### config.mk
export PLATFORM = sky130hd
export DESIGN_NAME = executeStage
export DESIGN_NICKNAME = d
export VERILOG_FILES = /design/src/rtl/cpuPkg.sv /design/src/rtl/executeStage.sv
export SDC_FILE = /design/constraint.sdc
export NUM_CORES = 1
export LEC_CHECK = 0
export BUFFER_PORTS_ARGS = -buffer_cell sky130_fd_sc_hd__buf_2
export CAP_MARGIN = 25
export CORE_UTILIZATION = 50
export DETAILED_ROUTE_END_ITERATION = 7
export PLACE_DENSITY = 0.79
export SKIP_LAST_GASP = 1
export SYNTH_ARGS = -nofsm -noshare
export SYNTH_HDL_FRONTEND = slang
export SYNTH_SLANG_ARGS = --single-unit
### constraint.sdc
create_clock -name clk -period 5.8 [get_ports clk]
set_input_delay 1.16 -clock clk [delete_from_list [all_inputs] [get_ports clk]]
set_output_delay 1.16 -clock clk [all_outputs]
set_load 0.01 [all_outputs]
### src/rtl/cpuPkg.sv
package cpuPkg;

    localparam int wordW   = 16;             // Data and instruction width
    localparam int regIdxW = 3;              // Eight architectural registers
    localparam int opW     = 5;              // Opcode field, bits 15..11
    localparam int functW  = 2;              // R-format funct, bits 1..0
    localparam int immW    = 5;              // I-format immediate

    // Primary opcodes
    localparam logic [opW-1:0] opHalt  = 5'b00000;
    localparam logic [opW-1:0] opNop   = 5'b00001;
    localparam logic [opW-1:0] opAddi  = 5'b01000;
    localparam logic [opW-1:0] opBeqz  = 5'b01100;
    localparam logic [opW-1:0] opSt    = 5'b10000;
    localparam logic [opW-1:0] opLd    = 5'b10001;
    localparam logic [opW-1:0] opRType = 5'b11011;

    // R-format ALU functions
    localparam logic [functW-1:0] fnAdd  = 2'b00;
    localparam logic [functW-1:0] fnSub  = 2'b01;   // rs - rt
    localparam logic [functW-1:0] fnXor  = 2'b10;
    localparam logic [functW-1:0] fnAndn = 2'b11;   // rs & ~rt

    // One instruction word, two field layouts.
    // rs sits in bits 10..8 in both views
    typedef union packed {
        struct packed {
            logic [opW-1:0]     opcode;
            logic [regIdxW-1:0] rs;
            logic [regIdxW-1:0] rt;              // Bits 7..5
            logic [regIdxW-1:0] rd;              // Bits 4..2
            logic [functW-1:0]  funct;
        } r;
        struct packed {
            logic [opW-1:0]     opcode;
            logic [regIdxW-1:0] rs;
            logic [regIdxW-1:0] rd;              // Dest, or data reg for ST
            logic [immW-1:0]    imm5;            // Sign-extended in decode
        } i;
    } instrU;

endpackage

### src/rtl/executeStage.sv
module executeStage (
    input  logic                       clk,
    input  logic                       rstN,
    input  logic                       idValid,
    input  logic [cpuPkg::wordW-1:0]   idA,
    input  logic [cpuPkg::wordW-1:0]   idB,
    input  logic [cpuPkg::wordW-1:0]   idImm,
    input  logic [cpuPkg::wordW-1:0]   idPc,
    input  logic [cpuPkg::regIdxW-1:0] idDest,
    input  logic                       idWrites,
    input  logic                       idLoad,
    input  logic                       idStore,
    input  logic                       idBranch,
    input  logic [cpuPkg::functW-1:0]  idFunct,
    input  logic                       idHalt,
    output logic                       flush,          // Taken BEQZ
    output logic [cpuPkg::wordW-1:0]   branchTarget,
    output logic [cpuPkg::regIdxW-1:0] exDest,         // Hazard view of this stage
    output logic                       exWrites,
    output logic                       exValid,
    output logic [cpuPkg::wordW-1:0]   exResult,       // ALU result or address
    output logic [cpuPkg::wordW-1:0]   exStoreData,
    output logic                       exLoad,
    output logic                       exStore,
    output logic                       exHalt
);
    import cpuPkg::*;

    logic [wordW-1:0] aluOut, addr;

    always_comb begin
        case (idFunct)
            fnAdd:   aluOut = idA + idB;             // ADD and ADDI
            fnSub:   aluOut = idA - idB;
            fnXor:   aluOut = idA ^ idB;
            default: aluOut = idA & ~idB;            // ANDN
        endcase
    end

    assign addr = idA + idImm;                       // LD and ST

    // BEQZ resolves here, target is PC + 1 + imm
    assign flush        = idValid && idBranch && (idA == '0);
    assign branchTarget = idPc + wordW'(1) + idImm;

    assign exDest   = idDest;
    assign exWrites = idValid && idWrites;

    // EX/MEM control
    always_ff @(posedge clk) begin
        if (!rstN) begin
            exValid <= 1'b0;
            exLoad  <= 1'b0;
            exStore <= 1'b0;
            exHalt  <= 1'b0;
        end else begin
            exValid <= idValid;
            exLoad  <= idValid && idLoad;
            exStore <= idValid && idStore;
            exHalt  <= idValid && idHalt;
        end
    end

    // EX/MEM payload
    always_ff @(posedge clk) begin
        exResult    <= (idLoad || idStore) ? addr : aluOut;
        exStoreData <= idB;
    end

    // A redirect comes only from a real branch and leaves a bubble behind it
    flushFromBranch: assert property (@(posedge clk) disable iff (!rstN)
        flush |-> (idValid && idBranch) ##1 !idValid);

endmodule

==> metrics <==
status=finished, final reports clean; Final Net Count=754; Post-CTS Resized=0; sequential-to-total area share from yosys stat=18.4%; class of the worst hold path=in -> reg; number of remaining DRC errors=0; share of cells above drive strength 1=23.8%; Lkg Pwr=2.33 nW; Rows=31; relative slew slack=43.7%; Chip Width=90.4 um; final setup margin=1.13 ns; Hold Buf Count CTS=0; VDD IR max=0.0000967 V; Initial Util=52.7%; final setup vio count=0; top post-synthesis cells by area=ha_1, dfxtp_1, xnor2_1, a21oi_1, o21ai_0; maxcap violations=0; Adder-Cell Fraction of Synth Area=21.4%; Critical Path AT=3.51 ns; Net Count, Synth=635; Pre-Repair DR Iteration Count=5; FFs w/ async S/R, synth=0%; Startpoint Class=input pin; FILL cells=682; Std-Cell Core Area=7410 sq um; final wirelength=10700 um; diodes inserted=0; clock slew at the register clock pins of the worst setup and hold paths=0.07 ns; CTS tree=done; crit path max fanout=2; ys flop type=dfxtp_1; synth unique cells=55; CTS HTree Levels=2; RD Place Congestion=0.906; Post-Syn Area=3910 sq um; mux contribution to synthesized area=0.768%; antenna viol nets, final=0; Synth top cells by count=ha_1, a21oi_1, nor2_1, dfxtp_1, inv_1; root buffer cell=clkbuf_8; synth warn=0; maximum number of pins on one net before global-route repair=34; max-slew violation count=0; CTS Buf Count=5; Worst Tran Pin Value=0.843 ns; synthesized flop and latch total=36; RSZ-0062 raised after global routing=no; Clock Sinks=36; cell count after synthesis=493; post-synth top area share=19.9%; Synth Area in XOR/XNOR=11.0%; Worst Hold Path EP=exStoreData[1]; leading area contributor after synthesis=ha_1; vias in the first global route=3820; Tmin final=4.67 ns; Hold Violations, Final=0; number of synthesized flops with an enable pin=0; Vias/cell=5.73; port bufs=127; syn_area_per_cell=7.93 sq um; setup TNS=0 ns; CP Capture Type=output pin; Post-DP HPWL=8700 um; # IOs=134; period utilization=80.5%; fraction of the mapped netlist area in simple logic gates=15.6%; Critical Path RT=4.64 ns; via count=4082; Fmax achieved=214 MHz; synthesis-to-layout area growth=21.8%; Post-CTS Setup Inserts=0; WS Path Type=in -> out; Congestion Overflow GR=0; first-pass GRT wire length=17400 um; PwrDens=226 nW/um^2; worst hold path stage count=1; Die Y=90.4 um; Synth Area in Compound Gates=27.5%; Hold Crit Start=idB[1]; pre-CTS WS=1.12 ns; largest family of logic cells by synthesized area=compound AO/OA/AOI/OAI gates; leading cell type by number of instances after synthesis=ha_1; Die ar.=8170 sq um; initial antenna violation count=0; routed length per placed instance=15.1 um; Initial DRC Count=275; GRT Util Overall=25.7%; CTS max path bufs=2
-- registers in the layout (all words and copies together), names as in the netlist --
signal / cells
exHalt: 1
exValid: 1
exResult: 16
exStoreData: 16
exStore: 1
exLoad: 1
-- placed cells by master, fill, tap and decap left out, drive strengths merged, types with 4 or more instances in the layout --
| master | count |
|---|---|
| buf | 129 |
| ha | 62 |
| a21oi | 46 |
| nor2 | 37 |
| dfxtp | 36 |
| inv | 34 |
| xnor2 | 33 |
| o21ai | 33 |
| nand2 | 31 |
| xor2 | 16 |
| o211ai | 13 |
| a21o | 13 |
| a211oi | 12 |
| a31oi | 11 |
| nor3 | 8 |
| and3 | 8 |
| nand3 | 7 |
| nor2b | 7 |
| nand2b | 6 |
| nor4 | 6 |
| o21bai | 5 |
| o21a | 5 |
| clkbuf | 5 |
| nand4 | 4 |
| o31ai | 4 |
| a221oi | 4 |
-- how the worst max path moves through the flow --
| stage | startpoint | endpoint | cells after the start |
|---|---|---|---|
| after floorplan | idImm[0] | branchTarget[14] | 11 |
| after global placement | idImm[0] | branchTarget[14] | 13 |
| after detailed placement | idImm[0] | branchTarget[14] | 13 |
| after CTS | idImm[0] | branchTarget[14] | 13 |
| after global routing | idImm[0] | branchTarget[14] | 13 |
| final | idImm[0] | branchTarget[14] | 13 |
-- logic make-up (layout without fill, tap and decap cells) --
logic type | count (synthesis) | after routing
AO/OA/AOI/OAI | 164 | 164
XOR/XNOR | 49 | 49
adder cells (fa/ha/maj) | 65 | 65
buffers and inverters | 51 | 171
flip-flops | 36 | 36
multiplexers | 3 | 3
AND/OR/NAND/NOR | 125 | 125
-- routing by layer --
layer | global-route usage (%) | vias to the layer above | part of all wire (%)
met5 | 0 | - | 0
met2 | 43.8 | 158 | 46
met4 | 8.74 | 0 | 2.2
met3 | 2.61 | 21 | 5.5
li1 | - | 2046 | -
met1 | 33.7 | 1857 | 46
-- area by class of cell --
type,instances,area (sq um),area share (%)
timing repair buffer,129,651,13.7
clock buffer,5,68.8,1.45
multi-input combinational,406,2980,62.6
inverter,34,128,2.68
clock inverter,3,90.1,1.89
sequential,36,721,15.1
tap,99,124,2.60
-- critical path: stages --
cell and delay, ns:
buf_2 0.11, inv_1 0.06, ha_1 0.17, inv_1 0.05, fa_1 0.40, a21o_1 0.19
nand4_1 0.10, a21oi_1 0.11, or4_1 0.50, a31o_1 0.24, a21oi_2 0.15, xnor2_1 0.12
buf_2 0.14
-- stage by stage --
step	std cells	instance area [sq um]	power, mW	hold WS [ns]	utilization [%]
2_1_floorplan	493	3910	0.620	1.19	-
3_3_place_gp	704	4600	0.756	1.29	62.1
3_5_place_dp	704	4600	0.770	1.29	62.1
4_1_cts	712	4760	1.08	0.989	64.3
5_1_grt	712	4760	1.15	0.996	64.3
6_report	712	4760	1.08	0.998	64.3
-- where the power goes --
part	switching (mW)	internal [mW]	total (mW)
Combinational	0.276	0.211	0.487
Clock	0.0892	0.215	0.304
Sequential	0.00819	0.278	0.286
(Power assumes the default switching activity.)
