`src/rtl/cpuPkg.sv`:
```
package cpuPkg;

    localparam int wordW   = 16;             // Data and instruction width
    localparam int regIdxW = 3;              // Eight architectural registers
    localparam int opW     = 5;              // Opcode field, bits 15..11
    localparam int functW  = 2;              // R-format funct, bits 1..0
    localparam int immW    = 5;              // I-format immediate

    // Primary opcodes
    localparam logic [opW-1:0] opHalt  = 5'b00000;
    localparam logic [opW-1:0] opNop   = 5'b00001;
    localparam logic [opW-1:0] opAddi  = 5'b01000;
    localparam logic [opW-1:0] opBeqz  = 5'b01100;
    localparam logic [opW-1:0] opSt    = 5'b10000;
    localparam logic [opW-1:0] opLd    = 5'b10001;
    localparam logic [opW-1:0] opRType = 5'b11011;

    // R-format ALU functions
    localparam logic [functW-1:0] fnAdd  = 2'b00;
    localparam logic [functW-1:0] fnSub  = 2'b01;   // rs - rt
    localparam logic [functW-1:0] fnXor  = 2'b10;
    localparam logic [functW-1:0] fnAndn = 2'b11;   // rs & ~rt

    // One instruction word, two field layouts.
    // rs sits in bits 10..8 in both views
    typedef union packed {
        struct packed {
            logic [opW-1:0]     opcode;
            logic [regIdxW-1:0] rs;
            logic [regIdxW-1:0] rt;              // Bits 7..5
            logic [regIdxW-1:0] rd;              // Bits 4..2
            logic [functW-1:0]  funct;
        } r;
        struct packed {
            logic [opW-1:0]     opcode;
            logic [regIdxW-1:0] rs;
            logic [regIdxW-1:0] rd;              // Dest, or data reg for ST
            logic [immW-1:0]    imm5;            // Sign-extended in decode
        } i;
    } instrU;

endpackage

```
`src/rtl/memoryStage.sv`:
```
module memoryStage #(
    parameter int dmemDepth = 256
) (
    input  logic                       clk,
    input  logic                       rstN,
    input  logic                       exValid,
    input  logic [cpuPkg::wordW-1:0]   exResult,
    input  logic [cpuPkg::wordW-1:0]   exStoreData,
    input  logic                       exLoad,
    input  logic                       exStore,
    input  logic [cpuPkg::regIdxW-1:0] exDest,
    input  logic                       exWrites,
    input  logic                       exHalt,
    output logic [cpuPkg::regIdxW-1:0] memDest,        // Dest of instr in this stage
    output logic                       memWrites,
    output logic                       stValid,
    output logic [cpuPkg::wordW-1:0]   stAddr,
    output logic [cpuPkg::wordW-1:0]   stData,
    output logic                       wbWe,
    output logic [cpuPkg::regIdxW-1:0] wbReg,
    output logic [cpuPkg::wordW-1:0]   wbData,
    output logic                       wbHalt          // Sticky once HALT retires
);
    import cpuPkg::*;

    localparam int dmemAw = $clog2(dmemDepth);

    logic [wordW-1:0]  dmem [dmemDepth];
    logic [dmemAw-1:0] dAddr;
    logic [wordW-1:0]  loadData;

    assign dAddr    = exResult[dmemAw-1:0];          // Modulo depth
    assign loadData = dmem[dAddr];                   // Single-cycle read

    always_ff @(posedge clk) begin
        if (stValid) begin
            dmem[dAddr] <= exStoreData;
        end
    end

    // Store report, same cycle as the write
    assign stValid = exValid && exStore;
    assign stAddr  = exResult;
    assign stData  = exStoreData;

    // Dest tracking and MEM/WB control
    always_ff @(posedge clk) begin
        if (!rstN) begin
            memWrites <= 1'b0;
            wbWe      <= 1'b0;
            wbHalt    <= 1'b0;
        end else begin
            memWrites <= exWrites;
            wbWe      <= memWrites;
            wbHalt    <= wbHalt || exHalt;
        end
    end

    always_ff @(posedge clk) begin
        memDest <= exDest;
        wbReg   <= memDest;
        wbData  <= exLoad ? loadData : exResult;     // Load data or ALU result
    end

    loadStoreExclusive: assert property (@(posedge clk) disable iff (!rstN)
        !(exLoad && exStore));

endmodule

```
`config.mk`:
```
export PLATFORM = sky130hd
export DESIGN_NAME = memoryStage
export DESIGN_NICKNAME = d
export VERILOG_FILES = /design/src/rtl/cpuPkg.sv /design/src/rtl/memoryStage.sv
export SDC_FILE = /design/constraint.sdc
export NUM_CORES = 2
export LEC_CHECK = 0
export BUFFER_PORTS_ARGS = -buffer_cell sky130_fd_sc_hd__buf_2
export CORE_MARGIN = 4
export CORE_UTILIZATION = 29
export CTS_CLUSTER_DIAMETER = 120
export DETAILED_ROUTE_END_ITERATION = 10
export SETUP_SLACK_MARGIN = 0.5
export SYNTH_ARGS = -nofsm -noshare
export SYNTH_HDL_FRONTEND = slang
export SYNTH_SLANG_ARGS = --single-unit
```
`constraint.sdc`:
```
create_clock -name clk -period 6 [get_ports clk]
set_input_delay 0 -clock clk [delete_from_list [all_inputs] [get_ports clk]]
set_output_delay 0 -clock clk [all_outputs]
set_load 0.02 [all_outputs]
```
==> impl_metrics.py <==
metrics = {
    "status": {
        "status": "finished with violations",
        "violations": "max-slew violations",
    },
    "floorplanning": {
        "core_area_mm2": 0.5442,
        "start_util": 0.2907,
        "die_area_mm2": 0.5574,
        "rows": 271,
        "fp.dieW_um": 746.6,
        "io_pins": 100,
        "die-height_um": 746.6,
    },
    "timing": {
        "worst_pin_slew_ns": 1.534,
        "fin_setup_tns_ns": 0,
        "rsz0062_at_grt": "false",
        "hold_viol": 0,
        "setup_viol": 0,
        "timing.fmax_mhz": 213.1,
        "slew_headroom": -0.02280,
        "finClkSkew_ns": 0.1257,
        "slew_violations": 32,
        "min_period_ns": 4.692,
        "post-route-period-util": 0.7820,
    },
    "critical_path": {
        "critPathMaxFanout": 74,
        "regToRegSetupSlack_ns": 2.14,
        "worstPathRequired_ns": 6.97,
        "end_kind": "register",
        "critical_path_class": "primary input to register",
        "worstPathCellList": "dlygate4sd3_1, buf_8, buf_12, nand3b_1, o22a_1, o221ai_1, nor3_1, o22ai_1, nor3_1, o32a_1, dlygate4sd3_1",
        "r2r-end": "wbData[6]",
        "worstPathArrival_ns": 5.66,
        "crit_slowest_cell": "nor3_1",
        "r2r_cells": 9,
        "timing.rr.start": "dmem[203][6]",
        "cp-start-kind": "primary input",
        "crit_start": "exResult[1]",
        "crit_end": "wbData[8]",
        "slowest_delay_ns": 0.89,
    },
    "yosys": {
        "netlist.top_cell.by_area": "edfxtp_1",
        "synth_top_area_frac": 0.7775,
        "seq_area_frac_synth": 0.7806,
        "postSynth.asyncResetShare": 0,
        "synth.yosys.warnings": 0,
        "synth_ff_type": "edfxtp_1",
        "syn_area_per_cell_um2": 22.49,
        "syn_area_mm2": 0.1582,
        "syn-instance-count": 7033,
        "syn-num-nets": 7075,
        "yosysMostFrequentCell": "edfxtp_1",
        "yosys-top-cells-area": "edfxtp_1, mux4_2, mux2i_1",
        "post_synth_num_cell_types": 69,
        "synth_enable_flop_cells": 4096,
        "ys_ff_latch": 4121,
        "synth.top_cells.by_count": "edfxtp_1, mux4_2, nor2_1, nand2_1, mux2i_1",
    },
    "job": {
        "cap_violations": 0,
    },
    "grt": {
        "grt_usage": 0.1619,
        "grt_pass1_vias": 77890,
        "grt_pass1_wl_mm": 643.6,
        "grt_max_degree": 199,
        "antenna_found_initial": 35,
        "overflow": 0,
    },
    "clocking": {
        "cts_made_buffers": 398,
        "clkTransAtPathRegs_ns": 0.06,
        "clk-insertion-delay-late_ns": 1.05,
        "ctsRootBufferMaster": "clkbuf_16",
        "clk_path_buf_depth": 4,
        "cts.htree.levels": 5,
        "tritoncts": "built",
        "cts_sinks": 4121,
    },
    "placement": {
        "post_dp_cell_area_mm2": 0.1688,
        "port_buffers": 99,
        "place_congestion": 0.8695,
        "hpwlAfterDp_mm": 278.1,
    },
    "drt": {
        "wl_per_cell_um": 30.87,
        "ant_nets": 0,
        "route.vias.total": 79120,
        "drt_iter0_drc": 12590,
        "drt_wl_total_mm": 464.6,
        "vias_per_cell": 5.257,
        "drc_errors": 0,
        "drt_first_pass_iters": 8,
    },
    "cells_and_area": {
        "nets": 7515,
        "fin_area_mm2": 0.1824,
        "syn_to_final_growth_pct": 15.32,
        "drive_gt1_frac": 0.2864,
        "n_fill_cell": 50200,
    },
    "min_path": {
        "min_from": "exStoreData[9]",
        "hold_class": "primary input to register",
    },
    "pwr": {
        "p_leak_nw": 55.60,
        "total_power_w": 0.05982,
        "ir_drop_v": 0.0002876,
        "powerDensity_mw_per_mm2": 327.9,
    },
}
timing repair:
action,4_1_cts,5_1_grt
hold buffers,63,0
endpoints found under the hold margin,1916,0
buffers inserted,0,0
gates resized for setup,0,0
cells in the final DEF (no fill, tap or decap), types with 35 or more instances in the layout:
cell | netlist | layout
edfxtp_1 | 4096 | 4096
mux4_2 | 1039 | 1039
clkbuf_16 | 0 | 402
buf_4 | 119 | 281
nand2_1 | 270 | 254
mux2i_1 | 206 | 206
nor2_2 | 0 | 162
nor2_1 | 296 | 132
clkinv_1 | 1 | 90
clkinv_2 | 0 | 84
buf_2 | 104 | 78
a32oi_1 | 73 | 73
clkbuf_1 | 139 | 71
a22oi_1 | 70 | 70
nand3_1 | 68 | 68
o22ai_1 | 65 | 65
dlygate4sd3_1 | 0 | 63
a21oi_1 | 49 | 49
a211oi_1 | 35 | 35
nor3_1 | 35 | 35
metal layers:
| layer | track usage | part of all wire |
|---|---|---|
| met3 | 0.03927 | 0.11 |
| met1 | 0.2205 | 0.38 |
| met4 | 0.05316 | 0.037 |
| met5 | 0 | 0.00019 |
| met2 | 0.2552 | 0.47 |
sequential cells by signal, summed over array words and instances, names as in the netlist:
register   flops
wbHalt         1
memDest        3
wbWe           1
wbReg          3
memWrites      1
dmem        4096
wbData        16
cell type report:
| cell class | instances | area, um2 | area share |
|---|---|---|---|
| clock buffers | 478 | 10400 | 0.05698 |
| inverters | 9 | 51.30 | 0.0002812 |
| multi-input cells | 2469 | 32800 | 0.1798 |
| repair buffers | 474 | 4068 | 0.02230 |
| clock inverters | 252 | 2541 | 0.01393 |
| diodes | 13 | 32.53 | 0.0001783 |
| flip-flops and latches | 4121 | 123500 | 0.6769 |
| well taps | 7234 | 9051 | 0.04961 |
where the power goes:
group	internal (W)	switching (W)	leakage [nW]	total, W
Clock	0.0139	0.0110	6.30	0.0249
Combinational	0.00100	0.00213	12.3	0.00313
Sequential	0.0317	0.0000531	37.0	0.0318
through the flow:
stage / worst slack [ns] / util / hold WS (ns) / cells
floorplan: 2.713 / - / 0.02772 / 7033
global placement: 0.8431 / 0.3102 / 0.1019 / 14240
detailed placement: 1.527 / 0.3102 / 0.1041 / 14240
CTS: 1.540 / 0.3352 / 0.01821 / 15040
global route: 1.367 / 0.3352 / 0.06231 / 15040
finish: 1.308 / 0.3352 / 0.06407 / 15050
critical path: cells and delay by family:
family | cells | cell delay, ns
AOI/OAI and AO/OA | 4 | 1.18
buffers and inverters | 4 | 2.12
and+or+nand+nor | 3 | 2.17
logic make-up (layout without fill, tap and decap cells):
kind of cell | Yosys count | count (layout) | share of synthesized area
other | 0 | 13 | 0
AOI/OAI and AO/OA | 432 | 432 | 0.02019
and+or+nand+nor | 782 | 782 | 0.02148
muxes | 1255 | 1255 | 0.1620
DFF | 4121 | 4121 | 0.7806
buffers and inverters | 443 | 1213 | 0.01564
how the worst min path moves through the flow:
stage	cells after the start	to
CTS	4	wbData[0]
global placement	1	memDest[2]
detailed placement	1	memDest[2]
floorplan	0	memDest[0]
finish	2	dmem[228][9]
global route	2	dmem[228][9]
(Power assumes the default switching activity.)
